File: config.mk
export PLATFORM = sky130hd
export DESIGN_NAME = segment_display_top
export DESIGN_NICKNAME = d
export VERILOG_FILES = /design/src/hw/display_types_pkg.sv /design/src/hw/display_bus_pkg.sv /design/src/hw/scan_timebase.sv /design/src/hw/glyph_encoder.sv /design/src/hw/frame_buffer.sv /design/src/hw/digit_scanner.sv /design/src/hw/segment_display_top.sv
export VERILOG_INCLUDE_DIRS = /design/src /design/src/hw
export SDC_FILE = /design/constraint.sdc
export NUM_CORES = 1
export LEC_CHECK = 0
export ABC_AREA = 1
export BUFFER_PORTS_ARGS = -buffer_cell sky130_fd_sc_hd__clkbuf_2
export CORE_ASPECT_RATIO = 0.5
export CORE_UTILIZATION = 54
export DETAILED_ROUTE_END_ITERATION = 8
export GPL_ROUTABILITY_DRIVEN = 0
export PLACE_DENSITY_LB_ADDON = 0.08
export SLEW_MARGIN = 30
export SYNTH_ARGS = -nofsm -noshare
export SYNTH_HDL_FRONTEND = slang
export SYNTH_SLANG_ARGS = --single-unit
File: constraint.sdc
create_clock -name clock -period 2 [get_ports clock]
set_input_delay 0 -clock clock [delete_from_list [all_inputs] [get_ports clock]]
set_output_delay 0 -clock clock [all_outputs]
set_load 0.05 [all_outputs]
File: src/hw/display_config.svh
// ****************************************
// display geometry and scan prescaler macros
// ****************************************
`ifndef DISPLAY_CONFIG_SVH
`define DISPLAY_CONFIG_SVH

// number of digits, one anode each
`define DISPLAY_DIGIT_COUNT 4

// segments per digit, one cathode each
`define DISPLAY_SEGMENT_COUNT 7

// log2 of clock cycles per dot tick
// 2 keeps simulation short, a board build wants something near 14
`define DISPLAY_DOT_DIVIDE_LOG2 2

// a full frame is segments times digits dot ticks
`define DISPLAY_DOTS_PER_FRAME (`DISPLAY_DIGIT_COUNT * `DISPLAY_SEGMENT_COUNT)

`endif

File: src/hw/display_types_pkg.sv
// ****************************************
// vector typedefs for digits, segment patterns and scan indices
// ****************************************
`include "display_config.svh"

package display_types_pkg;

	typedef logic [3:0] nybble_t; // one hex digit

	// active low, segment a sits at the top bit and g at bit 0
	typedef logic [`DISPLAY_SEGMENT_COUNT-1:0] segment_pattern_t;

	// one-hot, active high, bit 0 is the rightmost digit
	typedef logic [`DISPLAY_DIGIT_COUNT-1:0] anode_t;

	// segment being strobed, counts 0 to segments minus one
	typedef logic [$clog2(`DISPLAY_SEGMENT_COUNT)-1:0] segment_index_t;

	// digit being shown
	typedef logic [$clog2(`DISPLAY_DIGIT_COUNT)-1:0] digit_index_t;

endpackage

File: src/hw/display_bus_pkg.sv
// ****************************************
// value word, glyph frame and buffer state types
// ****************************************

package display_bus_pkg;

	// value handed in by the host, digit 0 in the low nybble
	typedef struct packed {
		display_types_pkg::nybble_t digit3;
		display_types_pkg::nybble_t digit2;
		display_types_pkg::nybble_t digit1;
		display_types_pkg::nybble_t digit0;
	} value_word_s;

	// encoded segment patterns for all four digits
	typedef struct packed {
		display_types_pkg::segment_pattern_t digit3;
		display_types_pkg::segment_pattern_t digit2;
		display_types_pkg::segment_pattern_t digit1;
		display_types_pkg::segment_pattern_t digit0;
	} glyph_frame_s;

	// occupancy of the pending slot in frame_buffer
	typedef enum logic {
		BUFFER_EMPTY = 1'b0,
		BUFFER_PENDING = 1'b1
	} buffer_state_e;

endpackage

File: src/hw/scan_timebase.sv
// ****************************************
// prescaler producing the dot tick enable
// ****************************************
`timescale 1ns/1ps
`include "display_config.svh"

module scan_timebase (
	input logic clock,
	input logic reset,
	output logic dot_tick
);

	// free running, wraps every 2^D cycles
	logic [`DISPLAY_DOT_DIVIDE_LOG2-1:0] dot_count;

	always_ff @(posedge clock) begin
		if (reset) begin
			dot_count <= '0;
		end else begin
			dot_count <= dot_count + 1'b1;
		end
	end

	// one cycle pulse when the counter is at its top value
	// the first one lands on cycle 2^D-1 after reset release
	assign dot_tick = &dot_count;

	// the counter sits at zero through reset so no tick fires early
	// and the scanner starts cleanly on the first full period

endmodule

File: src/hw/glyph_encoder.sv
// ****************************************
// hex value to seven segment glyph encoder
// registered output slot with valid/ready on both sides
// ****************************************
`timescale 1ns/1ps

module glyph_encoder (
	input logic clock,
	input logic reset,
	input logic value_valid,
	input display_bus_pkg::value_word_s value,
	output logic value_ready,
	output logic frame_valid,
	output display_bus_pkg::glyph_frame_s frame,
	input logic frame_ready
);

	// active low pattern, bit 6 is segment a and bit 0 is segment g
	function automatic display_types_pkg::segment_pattern_t encode_nybble(
		input display_types_pkg::nybble_t digit
	);
		display_types_pkg::segment_pattern_t pattern;
		case (digit)
			4'h0: pattern = 7'b0000001;
			4'h1: pattern = 7'b1001111;
			4'h2: pattern = 7'b0010010;
			4'h3: pattern = 7'b0000110;
			4'h4: pattern = 7'b1001100;
			4'h5: pattern = 7'b0100100;
			4'h6: pattern = 7'b0100000;
			4'h7: pattern = 7'b0001111;
			4'h8: pattern = 7'b0000000; // all segments lit
			4'h9: pattern = 7'b0000100;
			4'ha: pattern = 7'b0001000;
			4'hb: pattern = 7'b1100000; // lower case b
			4'hc: pattern = 7'b1110010; // lower case c
			4'hd: pattern = 7'b1000010; // lower case d
			4'he: pattern = 7'b0110000;
			default: pattern = 7'b0111000; // f
		endcase
		return pattern;
	endfunction

	logic take_value;

	// the slot can refill in the same cycle the buffer drains it
	assign value_ready = !frame_valid || frame_ready;
	assign take_value = value_valid && value_ready;

	always_ff @(posedge clock) begin
		if (reset) begin
			frame_valid <= 1'b0;
		end else if (take_value) begin
			frame_valid <= 1'b1;
		end else if (frame_ready) begin
			frame_valid <= 1'b0; // drained with nothing new behind it
		end
	end

	always_ff @(posedge clock) begin
		if (take_value) begin
			frame.digit0 <= encode_nybble(value.digit0);
			frame.digit1 <= encode_nybble(value.digit1);
			frame.digit2 <= encode_nybble(value.digit2);
			frame.digit3 <= encode_nybble(value.digit3);
		end
	end

	// a stalled frame must not change before the buffer takes it
	assert property (@(posedge clock) disable iff (reset)
		frame_valid && !frame_ready |=> frame_valid && $stable(frame))
		else $error("encoder frame changed while stalled");

endmodule

File: src/hw/frame_buffer.sv
// ****************************************
// pending and active frame registers
// pending is promoted to active only at a frame boundary
// ****************************************
`timescale 1ns/1ps

module frame_buffer (
	input logic clock,
	input logic reset,
	input logic frame_valid,
	input display_bus_pkg::glyph_frame_s frame,
	output logic frame_ready,
	input logic frame_boundary,
	output display_bus_pkg::glyph_frame_s active_frame
);

	display_bus_pkg::buffer_state_e state;
	display_bus_pkg::glyph_frame_s pending_frame;

	assign frame_ready = (state == display_bus_pkg::BUFFER_EMPTY);

	always_ff @(posedge clock) begin
		if (reset) begin
			state <= display_bus_pkg::BUFFER_EMPTY;
			active_frame <= '1; // every segment dark
		end else begin
			case (state)
				display_bus_pkg::BUFFER_EMPTY: begin
					if (frame_valid) begin
						state <= display_bus_pkg::BUFFER_PENDING;
					end
				end
				default: begin
					if (frame_boundary) begin
						active_frame <= pending_frame; // first seen on digit 0, segment a
						state <= display_bus_pkg::BUFFER_EMPTY;
					end
				end
			endcase
		end
	end

	always_ff @(posedge clock) begin
		if (frame_valid && frame_ready) begin
			pending_frame <= frame;
		end
	end

	// a held frame must wait for the boundary, never be overwritten
	assert property (@(posedge clock) disable iff (reset)
		state == display_bus_pkg::BUFFER_PENDING |=> $stable(pending_frame))
		else $error("frame accepted while pending slot is full");

endmodule

File: src/hw/digit_scanner.sv
// ****************************************
// digit scanner, one anode and at most one segment strobe at a time
// ****************************************
`timescale 1ns/1ps
`include "display_config.svh"

module digit_scanner (
	input logic clock,
	input logic reset,
	input logic dot_tick,
	input display_bus_pkg::glyph_frame_s active_frame,
	output logic frame_boundary,
	output display_types_pkg::anode_t anode,
	output display_types_pkg::segment_pattern_t cathode
);

	// indices point at the segment loaded into the outputs on the next tick
	display_types_pkg::segment_index_t segment_index;
	display_types_pkg::digit_index_t digit_index;
	display_types_pkg::segment_pattern_t digit_pattern;
	display_types_pkg::segment_pattern_t cathode_next;
	logic last_segment;
	logic last_digit;

	assign last_segment = (segment_index ==
		display_types_pkg::segment_index_t'(`DISPLAY_SEGMENT_COUNT - 1));
	assign last_digit = (digit_index ==
		display_types_pkg::digit_index_t'(`DISPLAY_DIGIT_COUNT - 1));

	// the tick that loads the final segment of digit 3 wraps the scan
	assign frame_boundary = dot_tick && last_segment && last_digit;

	always_comb begin
		case (digit_index)
			2'd0: digit_pattern = active_frame.digit0;
			2'd1: digit_pattern = active_frame.digit1;
			2'd2: digit_pattern = active_frame.digit2;
			default: digit_pattern = active_frame.digit3;
		endcase
	end

	// light this segment if the glyph wants it, release all the others
	always_comb begin
		cathode_next = '1;
		cathode_next[segment_index] = digit_pattern[`DISPLAY_SEGMENT_COUNT - 1 - segment_index];
	end

	always_ff @(posedge clock) begin
		if (reset) begin
			segment_index <= '0;
			digit_index <= '0;
			anode <= display_types_pkg::anode_t'(1); // digit 0
			cathode <= '1;
		end else if (dot_tick) begin
			anode <= display_types_pkg::anode_t'(1) << digit_index;
			cathode <= cathode_next;
			if (last_segment) begin
				segment_index <= '0;
				digit_index <= last_digit ? '0 : digit_index + 1'b1;
			end else begin
				segment_index <= segment_index + 1'b1;
			end
		end
	end

	// exactly one digit driven at any time
	assert property (@(posedge clock) disable iff (reset) $onehot(anode))
		else $error("anode is not one-hot");

	// never two segments sinking current together
	assert property (@(posedge clock) disable iff (reset) $countones(~cathode) <= 1)
		else $error("more than one cathode strobe low");

endmodule

File: src/hw/segment_display_top.sv
// ****************************************
// four digit seven segment display driver top level
// ****************************************
`timescale 1ns/1ps

module segment_display_top (
	input logic clock,
	input logic reset,
	input logic value_valid,
	input display_bus_pkg::value_word_s value,
	output logic value_ready,
	output display_types_pkg::anode_t anode,
	output display_types_pkg::segment_pattern_t cathode
);

	logic dot_tick;
	logic frame_valid;
	logic frame_ready;
	logic frame_boundary;
	display_bus_pkg::glyph_frame_s frame; // encoder to buffer
	display_bus_pkg::glyph_frame_s active_frame; // buffer to scanner

	scan_timebase u_timebase (
		.clock(clock),
		.reset(reset),
		.dot_tick(dot_tick)
	);

	glyph_encoder u_encoder (
		.clock(clock),
		.reset(reset),
		.value_valid(value_valid),
		.value(value),
		.value_ready(value_ready),
		.frame_valid(frame_valid),
		.frame(frame),
		.frame_ready(frame_ready)
	);

	frame_buffer u_buffer (
		.clock(clock),
		.reset(reset),
		.frame_valid(frame_valid),
		.frame(frame),
		.frame_ready(frame_ready),
		.frame_boundary(frame_boundary),
		.active_frame(active_frame)
	);

	digit_scanner u_scanner (
		.clock(clock),
		.reset(reset),
		.dot_tick(dot_tick),
		.active_frame(active_frame),
		.frame_boundary(frame_boundary),
		.anode(anode),
		.cathode(cathode)
	);

endmodule

---- Word level (Yosys, flattened, before mapping) ----
Memories as Yosys holds them, arrays and structs flattened. A register that Yosys moved wholly into a read port is not among the register bits.
Cells that the tools add are included.
cells by class
  add/sub/neg operators ................... 4
  magnitude comparators ................... 3
  equal/unequal tests ..................... 5
  shifts and indexed selects .............. 1
  muxes and demuxes ....................... 12
  bitwise operators ....................... 3
  reduce and logical (&&, ||, !) cells .... 11
operator list
  cell                   count
  $lt A32 B4 Y1 const B  1
  $pmux W7 S3            1
  $mux W1                7
  $not A7 Y7             1
  $or A7 B7 Y7           1
  $logic_and A1 B1 Y1    5
  $add A2 B1 Y2 const B  2
  $eq A2 B2 Y1 const B   2
  $lt A3 B4 Y1 const B   1
  $reduce_and A2 Y1      2
  $shl A1 B2 Y4 const A  1
  $sub A3 B3 Y4 const A  1
  $add A3 B1 Y3 const B  1
  $bmux W1 S3            1
  $demux W1 S3           1
  $eq A3 B3 Y1 const B   1
  $ge A3 B1 Y1 const B   1
  $mux W3                1
  $reduce_and A3 Y1      1
  $eq A2 B1 Y1 const B   1
  $logic_not A2 Y1       1
  $mux W2                1
  $ne A2 B2 Y1 const B   1
  $logic_not A1 Y1       1
  2 further kinds        2
storage, ports and cells
  bits in registers ....................... 76
  bits in read-only memories .............. 448
  bits of input ports ..................... 19
  logic and storage cells ................. 58
  memories ................................ 4
memories
  memory           depth  width  read ports  clocked after Yosys merged registers in  write ports  RTL line             RTL
  (no name shown)  16     7      1           1                                        0            glyph_encoder.sv:23  case (digit)
  (no name shown)  16     7      1           1                                        0            glyph_encoder.sv:23
  (no name shown)  16     7      1           1                                        0            glyph_encoder.sv:23
  (no name shown)  16     7      1           1                                        0            glyph_encoder.sv:23

---- Depth between registers and ports, before layout ----
Gate-level depths: netlist (run 1).
  depth in word-level cells ............... 6
  mapped depth ............................ 13
  mapped depth without buffers ............ 12

---- Cells and area by module ----
A second synthesis (run 1) with hierarchy kept.
second synthesis, totals
  cells, all modules ...................... 556
  area total of the unflattened synthesis .. 4971.0 µm²
modules (own cells, without submodules)
  module         times used  cells each  area each (µm²)  sequential area each (µm²)
  glyph_encoder  1           221         1926.8           860.8
  frame_buffer   1           161         1895.6           1421.4
  digit_scanner  1           168         1084.8           320.3
  scan_timebase  1           6           63.8             40.0

---- Least setup slack after synthesis (run 1) ----
No wires, ideal clock.
  kind .................................... flip-flop to flip-flop
  start point ............................. register u_buffer.state
  end point ............................... register, netlist name u_encoder.frame[0]
  arrival ................................. 1.739 ns
  slack ................................... -0.162 ns
  cell stages (with the launch flop) ...... 2
  buffers on the path ..................... 0
  clock period less this slack ............ 2.162 ns
  cells stage by stage .................... dfxtp_1 > a21oi_1
on the way
  word-level cells in the longest chain between the ends .. 3
RTL lines
  item                            RTL line             RTL
  start, declared                 frame_buffer.sv:17   display_bus_pkg::buffer_state_e state;
  start signal, assigned          frame_buffer.sv:24   state <= display_bus_pkg::BUFFER_EMPTY;
  start signal, assigned          frame_buffer.sv:30   state <= display_bus_pkg::BUFFER_PENDING;
  start signal, assigned          frame_buffer.sv:36   state <= display_bus_pkg::BUFFER_EMPTY;
  $not A1 Y1                      -
  $logic_or A1 B1 Y1              glyph_encoder.sv:47  assign value_ready = !frame_valid || frame_ready;
  $logic_and A1 B1 Y1             glyph_encoder.sv:48  assign take_value = value_valid && value_ready;
  named net u_encoder.take_value  glyph_encoder.sv:44  logic take_value;
The timed path passes the listed nets, and every way through them passes these cells.
A chain may end at the register's enable or synchronous reset.

---- Worst setup path after layout (run 1) ----
  start point ............................. register u_scanner.digit_index[1]
  end point ............................... register u_scanner.cathode[2]
on the way
  word-level cells in the longest chain between the ends .. 5
RTL lines
  item                                        RTL line             RTL
  start, declared                             digit_scanner.sv:19  display_types_pkg::digit_index_t digit_index;
  start signal, assigned                      digit_scanner.sv:59  digit_index <= last_digit ? '0 : digit_index + 1'b1;
  $eq A2 B2 Y1, or another cell as far along  digit_scanner.sv:34  case (digit_index)
  $pmux W7 S3 *                               digit_scanner.sv:34
  $bmux W1 S3 *                               digit_scanner.sv:45  cathode_next[segment_index] = digit_pattern[`DISPLAY_SEGMENT_COUNT - 1 - segment_index];
  $mux W1 *                                   digit_scanner.sv:45
  $or A7 B7 Y7 (no source line) *             -
  end signal, assigned                        digit_scanner.sv:56  cathode <= cathode_next;
  end, declared                               digit_scanner.sv:14  output display_types_pkg::segment_pattern_t cathode
Every way passes the cells marked *; elsewhere a longest branch is shown, timed or not. The select of a mux whose other input is x is not followed.

==> results of run 1 <==
-- per-stage QoR --
| stage | instance area (um2) | instances | hold slack, ps |
|---|---|---|---|
| CTS | 5250 | 640 | 15.7 |
| global route | 5250 | 640 | 34.1 |
| global placement | 4980 | 624 | 276 |
| floorplan | 4770 | 496 | 173 |
| finish | 5250 | 640 | 28.6 |
| detailed placement | 4980 | 624 | 292 |
-- cell usage after synthesis, drive strengths merged --
cell    count  area [um2]
a22oi       4        30.0
buf        18         123
clkinv      1        16.3
nand2     141         547
clkbuf      4        15.0
a21o        2        15.0
o21a        4        30.0
nand4       2        12.5
nor3        6        30.0
o211ai      7        52.6
a32o        3        30.0
ha         32         400
o31ai       1        7.51
nand3      39         213
a21oi      43         215
inv        41         156
nor2       21        81.3
a211oi      3        27.5
o21ai      17        88.8
a31oi       2        12.5
dfxtp      48         961
xor2        1        16.3
edfxtp     56        1680
-- worst max path at each step --
stage	from	end	slack [ps]	cells past startpoint
floorplan	u_encoder.frame_valid$_SDFFE_PP0P_	u_buffer.pending_frame[0]$_DFFE_PP_	-20	2
global placement	u_scanner.digit_index[0]$_SDFFE_PP0P_	u_scanner.cathode[3]$_SDFFE_PP1P_	380	10
detailed placement	u_scanner.digit_index[1]$_SDFFE_PP0P_	u_buffer.active_frame[23]$_SDFFE_PP1P_	340	7
CTS	u_scanner.digit_index[1]$_SDFFE_PP0P_	u_buffer.active_frame[23]$_SDFFE_PP1P_	330	7
global route	u_scanner.digit_index[0]$_SDFFE_PP0P_	u_buffer.active_frame[23]$_SDFFE_PP1P_	150	7
finish	u_scanner.digit_index[1]$_SDFFE_PP0P_	u_scanner.cathode[2]$_SDFFE_PP1P_	330	8
-- registers in the layout, indices dropped and copies added, names as in the netlist --
signal and count:
u_encoder.frame_valid 1, u_scanner.anode 4, u_buffer.active_frame 28, u_scanner.segment_index 3, u_timebase.dot_count 2, u_buffer.state 1, u_buffer.pending_frame 28, u_scanner.digit_index 2
u_scanner.cathode 7, u_encoder.frame 28
-- power breakdown --
part	leakage, nW	total, mW	internal [mW]	switching [mW]
clock	0.126	1.56	0.841	0.719
combinational	1.24	0.355	0.110	0.244
sequential	0.932	2.40	2.37	0.0286
-- cell usage in the layout (no fill, tap or decap), types with 6 or more instances in the layout --
cell,synthesis,routed
a21oi_1,43,42
buf_4,1,8
clkbuf_16,0,9
clkbuf_2,0,30
dfxtp_1,48,48
edfxtp_1,56,56
ha_1,32,32
inv_1,39,39
nand2_1,136,136
nand3_1,37,37
nor2_1,20,19
nor3_1,6,6
o211ai_1,7,7
o21ai_0,12,12
-- cell type report --
| cell class | instances | area [um2] | share of cell area (%) |
|---|---|---|---|
| Multi-Input combinational cell | 328 | 1820 | 34.6 |
| Inverter | 42 | 173 | 3.29 |
| Clock inverter | 4 | 30.0 | 0.572 |
| Tap cell | 112 | 140 | 2.67 |
| Clock buffer | 11 | 233 | 4.43 |
| Timing Repair Buffer | 39 | 220 | 4.19 |
| Sequential cell | 104 | 2640 | 50.3 |
-- layer usage --
| metal | GRT usage [%] | routed length (um) |
|---|---|---|
| met5 | 0 | 0 |
| met4 | 6.74 | 109 |
| met3 | 5.85 | 357 |
| met2 | 29.8 | 3380 |
| met1 | 27.9 | 4320 |
-- worst register-to-register path, delay by kind of cell, from the launching register on --
| family | cells | cell delay, ps |
|---|---|---|
| simple gates | 5 | 470 |
| fa+ha+maj | 1 | 450 |
| flops | 1 | 370 |
| compound gates | 2 | 290 |
-- timing repair --
action	CTS	global route
resized for setup	0	0
hold buffers	1	0
setup buffers	0	0
setup endpoints to repair	0	0
hold endpoints to repair	1	0
-- logic make-up (layout without fill, tap and decap cells) --
kind of cell	count (synthesis)	in the layout
AND/OR/NAND/NOR	209	209
adder cells (fa/ha/maj)	32	32
buffers and inverters	64	96
XOR/XNOR	1	1
flip-flops	104	104
AO/OA/AOI/OAI	86	86
==> results.yml, run 1 <==
outcome:
  status: "finished clean"
clock_network:
  h-tree-depth: 3
  clkTransAtPathRegs_ps: 60
  clock_path_buffers: 2
  tritoncts: "yes"
  cts_buffers: 9
  insertion_delay_ps: 340
  cts-root-buf: "clkbuf_16"
  clock_sinks: 104
global_routing:
  overflow: 0
  grt_max_degree: 36
  antenna_found_initial: 0
  grt.total_usage_pct: 20.0
  grt_pass1_vias: 2914
  grt_pass1_wl_mm: 13.8
logic_synthesis:
  yosysUniqueCellTypes: 36
  ys.warnings.count: 0
  synth_fp_nets: 547
  synth.avg_cell_area_um2: 9.60
  ys_ff_latch: 104
  synth_fa_ha_area_share_pct: 8.41
  synth-compound-area-share_pct: 10.7
  netlist_instances: 496
  muxShareOfSynthArea_pct: 0
  ys_seq_area_share_pct: 55.5
  synth_top_family_by_area: "simple AND/OR/NAND/NOR gates"
  yosys.area_share.xor_xnor_pct: 0.342
  synth.cell_area_um2: 4760
  synthSimpleGateAreaFrac_pct: 18.5
timing:
  fin_crit_ps: 1670
  setup-tns-final_ps: 0
  relSlewSlack_pct: 70.4
  period_share_pct: 83.7
  setup-violations-final: 0
  skew_ps: 6.01
  worstMarginPinSlew_ps: 444
  layout_setup_ws_ps: 326
  finalHoldViolations: 0
  fmax_mhz: 597
  rsz0062_at_grt: "no"
  slew_viol_final: 0
drt:
  drc: 0
  dr_total_vias: 3245
  drtAntennaViolNets: 0
  wl_mm: 8.17
  routedWlPerCell_um: 12.8
  drt_iter0_markers: 166
  vias_per_cell: 5.07
  dr.pass1.iters: 4
setup_path:
  cp_cell_sequence: "ha_1 -> a21oi_1 -> o21ai_1 -> nand3_1 -> nand3_4 -> nand3_1 -> nand2_1 -> nand2_1"
  worstSetupStartpointType: "flip-flop"
  crit_arrival_ps: 1910
  worstSetupPathType: "reg2reg"
  worstPathMaxFanout: 8
  crit_slowest_cell: "ha_1"
  cp_top_family: "simple AND/OR/NAND/NOR gates"
  reg2reg_to: "u_scanner.cathode[2]$_SDFFE_PP1P_"
  reg2reg_from: "u_scanner.digit_index[1]$_SDFFE_PP0P_"
  regToRegSetupSlack_ps: 330
  worstPathRequired_ps: 2240
  crit_path_end_kind: "flip-flop"
  critPathMaxStageDelay_ps: 450
  ff2ff_path_depth: 8
  cp_num_buf_inv: 0
placement:
  pre_cts_ws_ps: 344
  numPortBuffers: 30
  dpl.hpwl_mm: 5.71
floorplan:
  die_area_um2: 9220
  ios: 31
  rows: 23
  start_util_pct: 57.7
  coreArea_um2: 8260
  die_height_um: 68.4
  die_x_um: 135
min_path:
  hp-start: "value[3]"
  min_to: "u_encoder.frame[0]$_SDFFCE_PP0P_"
  hold_path_depth: 2
  min_path_type: "in2reg"
layout:
  diodes: 0
  postLayoutCoreUtil_pct: 63.6
  nFillCells: 704
  drive_above_1_share_pct: 12.7
  final_net_count: 575
  area_growth_pct: 10.3
power:
  leakage_nw: 2.29
  p_per_area_nw_per_um2: 820
  totalPowerFinal_mw: 4.31
  vdd_ir_drop_max_uv: 595
job:
  cap_violations: 0
No activity file was read; power rests on OpenSTA's default activity.
==> run 2, diff against run 1 <==
--- a/config.mk
+++ b/config.mk
@@ -6,10 +6,10 @@
 export SDC_FILE = /design/constraint.sdc
 export NUM_CORES = 1
 export LEC_CHECK = 0
-export ABC_AREA = 1
+export ABC_AREA = 0
 export BUFFER_PORTS_ARGS = -buffer_cell sky130_fd_sc_hd__clkbuf_2
 export CORE_ASPECT_RATIO = 0.5
-export CORE_UTILIZATION = 54
+export CORE_UTILIZATION = 60
 export DETAILED_ROUTE_END_ITERATION = 8
 export GPL_ROUTABILITY_DRIVEN = 0
 export PLACE_DENSITY_LB_ADDON = 0.08
==> constraint.sdc (replaced) <==
create_clock -name clock -period 1.6 [get_ports clock]
set_input_delay 0 -clock clock [delete_from_list [all_inputs] [get_ports clock]]
set_output_delay 0 -clock clock [all_outputs]
set_load 0.05 [all_outputs]
==> run 2 against run 1 <==
Compared with the run above: the run now ends with negative setup slack left; count of clock-buffer cells in the layout down 2; sequential cell count unchanged; clock skew down 0.64 ps; global-route usage up 3.3 points; worst hold slack better by 27 ps; first-iteration DRC count up 75%; register-to-register slack worse by 620 ps; largest cell class unchanged.
==> results.yml, run 2 <==
outcome:
  status: "finished with violations"
  violations: "negative setup slack"
global_routing:
  grt_pass1_vias: 2976
  grt_pass1_wl_mm: 14.4
  met1_usage_pct: 29.2
  grt_max_degree: 30
  grt.total_usage_pct: 23.2
  overflow: 0
  antenna_found_initial: 0
  use_met3_pct: 6.44
  busiest_layer: "met2"
  grtUsageMet2_pct: 39.1
timing:
  layout_setup_ws_ps: -293
  worstMarginPinSlew_ps: 456
  relSlewSlack_pct: 69.6
  setup-tns-final_ps: -1940
  finalHoldViolations: 0
  rsz0062_at_grt: "yes"
  fmax_mhz: 528
  fin_crit_ps: 1890
  skew_ps: 5.36
  period_share_pct: 118
  setup-violations-final: 7
  slew_viol_final: 0
clock_network:
  tritoncts: "yes"
  cts_buffers: 9
  h-tree-depth: 3
  cts-root-buf: "clkbuf_16"
  clock_path_buffers: 2
  insertion_delay_ps: 350
  clock_sinks: 104
  clkTransAtPathRegs_ps: 70
logic_synthesis:
  synth_common_cells: "74 x nand2_1, 56 x edfxtp_1, 48 x dfxtp_1, 43 x nor2_1, 32 x ha_1"
  ys.warnings.count: 0
  muxShareOfSynthArea_pct: 7.38
  synth_fa_ha_area_share_pct: 8.43
  ys_async_sr_fraction_pct: 0
  yosys.area_share.xor_xnor_pct: 0.184
  synth_top_family_by_area: "simple AND/OR/NAND/NOR gates"
  synth_flop_cell: "edfxtp_1"
  netlist_instances: 431
  synthTopCellsByArea: "edfxtp_1 35%, dfxtp_1 20%, ha_1 8.4%"
  synth_top_area_share_pct: 35.4
  synth_fp_nets: 482
  synth-edff-count: 56
  yosysUniqueCellTypes: 38
  yosys.area.top_type: "edfxtp_1"
  ys_seq_area_share_pct: 55.6
  synth.cell_area_um2: 4750
  synth.avg_cell_area_um2: 11.0
  synthSimpleGateAreaFrac_pct: 16.8
  yosysMostFrequentCell: "nand2_1"
  synth-compound-area-share_pct: 7.74
  ys_ff_latch: 104
power:
  internal_power_mw: 4.21
  totalPowerFinal_mw: 5.49
  vdd_ir_drop_max_uv: 601
  power_frac_clock_pct: 37.9
  p_switching_mw: 1.28
  p_per_area_nw_per_um2: 993
  p_comb_share_pct: 7.8
  leakage_nw: 2.30
  seqPwrFrac_pct: 54.3
  switching_share_pct: 23.3
setup_path:
  crit_slowest_cell: "dfxtp_4"
  regToRegSetupSlack_ps: -290
  cp_top_family: "compound AO/OA/AOI/OAI gates"
  critPathMaxStageDelay_ps: 400
  cp_cell_sequence: "inv_4 -> ha_4 -> buf_6 -> a222oi_1 -> a211oi_1 -> nor3_1 -> a311o_2 -> a31oi_1"
  crit_arrival_ps: 2120
  worstSetupStartpointType: "flip-flop"
  crit_path_end_kind: "flip-flop"
  worstPathRequired_ps: 1830
  worstSetupPathType: "reg2reg"
  cp_num_buf_inv: 2
  worstPathMaxFanout: 7
layout:
  diodes: 0
  fin_cells: 582
  drive_above_1_share_pct: 21.1
  mostFrequentLayoutCells: "74 x nand2_1, 56 x edfxtp_1, 44 x dfxtp_1"
  final_common_cell: "nand2_1"
  reg_top3: "u_buffer.active_frame (28), u_buffer.pending_frame (28), u_encoder.frame (28)"
  final_net_count: 520
  area_growth_pct: 16.3
placement:
  numPortBuffers: 30
  dpl.hpwl_mm: 6.07
  pre_cts_ws_ps: -436
  placed_cells: 562
floorplan:
  coreArea_um2: 7490
  ios: 31
  die_area_um2: 8300
  die_height_um: 64.9
  rows: 22
  die_x_um: 128
  start_util_pct: 63.4
min_path:
  min_path_type: "in2reg"
drt:
  drc: 0
  vias_per_cell: 5.49
  routedWlPerCell_um: 15.2
  dr_total_vias: 3197
  wl_mm: 8.82
  drt_iter0_markers: 291
  dr.pass1.iters: 9
  drtAntennaViolNets: 0
job:
  cap_violations: 0
## run 2: cell count changes after synthesis, sizes merged, moves of 10 or more
cell    before  now
mux2i        0   17
clkbuf       4   17
nand3       39    1
nor2        21   43
inv         41   19
nand2      141   74
a21oi       43   20
nor2b        0   10
nand3b       0   28
## run 2: worst paths after layout
| kind | start | to | cells past startpoint |
|---|---|---|---|
| worst min register to register | u_encoder.frame[18]$_DFFE_PP_ | u_buffer.pending_frame[18]$_DFFE_PP_ | 0 |
| worst max register to register | u_scanner.digit_index[0]$_SDFFE_PP0P_ | u_scanner.cathode[5]$_SDFFE_PP1P_ | 8 |
| worst min-delay path | value[1] | u_encoder.frame[5]$_DFFE_PP_ | 2 |
| worst max-delay path | u_scanner.digit_index[0]$_SDFFE_PP0P_ | u_scanner.cathode[5]$_SDFFE_PP1P_ | 8 |
## run 2: repair_timing
| item | in CTS | in global routing |
|---|---|---|
| pin swaps | 15 | 0 |
| buffers inserted | 2 | 1 |
| setup endpoints to repair | 7 | 7 |
| hold buffers | 1 | 0 |
| endpoints found under the hold margin | 1 | 0 |
| gates resized for setup | 18 | 1 |
## run 2: area by class of cell
cell class	instances	area, um2
fillers	526	1960
clock inverters	7	60.1
multi-input cells	282	2020
well taps	108	135
flip-flops and latches	104	2650
clock buffers	9	225
repair buffers	53	354
inverters	19	76.3
## run 2: cells by family (layout without fill, tap and decap cells)
group | after synthesis | count (layout)
XOR/XNOR | 1 | 1
buffers and inverters | 45 | 88
multiplexers | 25 | 25
AO/OA/AOI/OAI | 54 | 54
AND/OR/NAND/NOR | 170 | 170
adder cells (fa/ha/maj) | 32 | 32
flip-flops | 104 | 104
## run 2: worst reg2reg max path, cell delays in order, from the launching register on
cell      delay [ps]
dfxtp_4          400
inv_4             60
ha_4             180
buf_6            120
a222oi_1         300
a211oi_1         130
nor3_1           250
a311o_2          250
a31oi_1          100
## run 2: metrics by stage
| step | utilization (%) | cell area (um2) | hold slack (ps) |
|---|---|---|---|
| global placement | 68.4 | 5120 | 224 |
| detailed placement | 68.4 | 5120 | 245 |
| global route | 73.8 | 5530 | 66.0 |
| finish | 73.8 | 5530 | 55.5 |
| CTS | 73.6 | 5510 | 46.6 |
| floorplan | - | 4800 | 117 |
## run 2: layer usage
| layer | wire length [um] | up-vias | part of all wire (%) |
|---|---|---|---|
| li1 | - | 1582 | - |
| met1 | 4080 | 1515 | 46 |
| met2 | 4160 | 86 | 47 |
| met3 | 457 | 14 | 5.2 |
| met4 | 127 | 0 | 1.4 |
| met5 | 0 | - | 0 |
## run 2: power by group through the flow
| stage | logic, mW | clock network (mW) | registers [mW] |
|---|---|---|---|
| after floorplan | 0.285 | 0 | 3.04 |
| after global placement | 0.394 | 0 | 3.04 |
| after detailed placement | 0.416 | 0 | 3.04 |
| after CTS | 0.428 | 2.12 | 2.98 |
| after global routing | 0.479 | 2.21 | 2.99 |
| final | 0.429 | 2.08 | 2.98 |
==> run 3, diff against run 2 <==
--- a/config.mk
+++ b/config.mk
@@ -8,12 +8,11 @@
 export LEC_CHECK = 0
 export ABC_AREA = 0
 export BUFFER_PORTS_ARGS = -buffer_cell sky130_fd_sc_hd__clkbuf_2
-export CORE_ASPECT_RATIO = 0.5
+export CORE_ASPECT_RATIO = 1.1
 export CORE_UTILIZATION = 60
 export DETAILED_ROUTE_END_ITERATION = 8
 export GPL_ROUTABILITY_DRIVEN = 0
 export PLACE_DENSITY_LB_ADDON = 0.08
-export SLEW_MARGIN = 30
 export SYNTH_ARGS = -nofsm -noshare
 export SYNTH_HDL_FRONTEND = slang
 export SYNTH_SLANG_ARGS = --single-unit
==> run 3 against run 2 <==
Compared with the run above: clock skew grew 5.6 ps; first-iteration DRC count shrank 52%; fmax shrank 1.7%; routed wire length shrank 12%; the run still ends with negative setup slack left; non-clock buffer count grew 2; die area shrank 0.25%; via count shrank 3.4%; sequential cell count is the same.
==> results.yml, run 3 (same netlist as run 2, synthesis figures left out) <==
placement:
  placed_cells: 560
  dpl_cell_area_um2: 5130
  dpl.hpwl_mm: 5.38
  numPortBuffers: 30
floorplan:
  rows: 33
  coreArea_um2: 7560
  die_height_um: 95.3
  die_area_um2: 8280
  ios: 31
  start_util_pct: 62.9
  die_x_um: 86.8
global_routing:
  overflow: 0
  grt_pass1_vias: 2769
  grt_pass1_wl_mm: 12.8
  grt.total_usage_pct: 20.3
  antenna_found_initial: 0
  grt_max_degree: 30
outcome:
  violations: "negative setup slack"
  status: "finished with violations"
layout:
  final_common_cell: "nand2_1"
  nFillCells: 559
  area_growth_pct: 15.5
  mostFrequentLayoutCells: "74 x nand2_1, 56 x edfxtp_1, 44 x dfxtp_1"
  diodes: 0
  fin_area_um2: 5490
  final_net_count: 522
  reg_top3: "u_buffer.active_frame (28), u_buffer.pending_frame (28), u_encoder.frame (28)"
  fin_cells: 581
  drive_above_1_share_pct: 22.1
clock_network:
  cts_buffers: 9
  clock_path_buffers: 2
  tritoncts: "yes"
  clock_sinks: 104
  clkTransAtPathRegs_ps: 100
  h-tree-depth: 3
  insertion_delay_ps: 370
  cts-root-buf: "clkbuf_8"
timing:
  fin_crit_ps: 1930
  fmax_mhz: 519
  setup-violations-final: 7
  period_share_pct: 120
  relSlewSlack_pct: 76.7
  finalHoldViolations: 0
  worstMarginPinSlew_ps: 349
  layout_setup_ws_ps: -326
  slew_viol_final: 0
  skew_ps: 11.0
  rsz0062_at_grt: "yes"
setup_path:
  crit_arrival_ps: 2230
  ff2ff_path_depth: 8
  regToRegSetupSlack_ps: -330
  startpoint: "u_scanner.digit_index[1]$_SDFFE_PP0P_"
  crit_path_end_kind: "flip-flop"
  worstPathMaxFanout: 7
  worstSetupPathType: "reg2reg"
  worstSetupStartpointType: "flip-flop"
  worstPathRequired_ps: 1900
  endpoint: "u_scanner.cathode[5]$_SDFFE_PP1P_"
  reg2reg_from: "u_scanner.digit_index[1]$_SDFFE_PP0P_"
  reg2reg_to: "u_scanner.cathode[5]$_SDFFE_PP1P_"
drt:
  drt_iter0_markers: 141
  wl_mm: 7.73
  dr.pass1.iters: 5
  vias_per_cell: 5.32
  drtAntennaViolNets: 0
  dr_total_vias: 3089
  drc: 0
  routedWlPerCell_um: 13.3
min_path:
  min_path_type: "in2reg"
  hold_path_depth: 3
power:
  vdd_ir_drop_max_uv: 404
  leakage_nw: 2.27
  p_per_area_nw_per_um2: 938
job:
  cap_violations: 0
-- run 3: changes by cell type in the layout (fill, tap and decap cells not counted), moves of 2 or more --
cell / before / now
clkbuf_8: 0 / 9
clkinv_4: 2 / 0
a22oi_1: 4 / 2
a22oi_2: 0 / 2
clkbuf_16: 9 / 0
bufinv_16: 0 / 2
-- run 3: metrics by stage --
step | util, % | TNS (ps) | power, mW | hold slack [ps] | setup slack [ps]
finish | 72.6 | -2210 | 5.15 | 33.7 | -326
detailed placement | 67.9 | -3010 | 3.45 | 231 | -446
CTS | 72.3 | -1420 | 5.18 | 28.5 | -216
global route | 72.6 | -2500 | 5.35 | 36.5 | -384
floorplan | - | -969 | 3.33 | 117 | -156
global placement | 67.9 | -2240 | 3.44 | 221 | -338
-- run 3: power breakdown --
| group | switching, mW | leakage [nW] | internal (mW) |
|---|---|---|---|
| logic | 0.237 | 1.23 | 0.182 |
| registers | 0.0318 | 0.937 | 2.94 |
| clock network | 0.870 | 0.104 | 0.882 |
| total | 1.14 | 2.27 | 4.01 |
-- run 3: worst max-delay path, stage by stage (launching register included) --
cell      delay (ps)
dfxtp_4          380
inv_4             80
ha_4             180
buf_6            110
a222oi_1          70
a211oi_1         320
nor3_1           110
a311o_2          450
a31oi_1          150
-- run 3: what timing repair did --
item	4_1_cts	5_1_grt
setup buffers	3	1
hold buffers	1	0
pin swaps	16	3
endpoints found under the setup margin	7	35
gates cloned	0	0
endpoints found under the hold margin	1	0
gates resized for setup	19	6
-- run 3: how the worst min path moves through the flow --
stage,start,to,slack (ps)
2_1_floorplan,value_valid,u_encoder.frame_valid$_SDFFE_PP0P_,120
5_1_grt,reset,u_timebase.dot_count[0]$_SDFF_PP0_,40
6_report,reset,u_timebase.dot_count[0]$_SDFF_PP0_,30
4_1_cts,reset,u_timebase.dot_count[0]$_SDFF_PP0_,30
3_5_place_dp,value_valid,u_encoder.frame_valid$_SDFFE_PP0P_,230
3_3_place_gp,value_valid,u_encoder.frame_valid$_SDFFE_PP0P_,220
-- run 3: final cells by class --
type / instances / area [um2] / share of cell area [%]
inverter: 19 / 76.3 / 1.39
multi-input combinational: 282 / 2040 / 37.1
timing repair buffer: 55 / 373 / 6.79
sequential: 104 / 2650 / 48.3
clock inverter: 7 / 93.8 / 1.71
clock buffer: 9 / 124 / 2.26
tap: 105 / 131 / 2.39
-- run 3: metal layers --
layer	track usage [%]	up-vias	part of all wire [%]
met5	0	-	0
met4	10.3	0	2.9
met3	3.38	16	3.6
met2	35.0	67	49
met1	24.7	1425	45
li1	-	1581	-
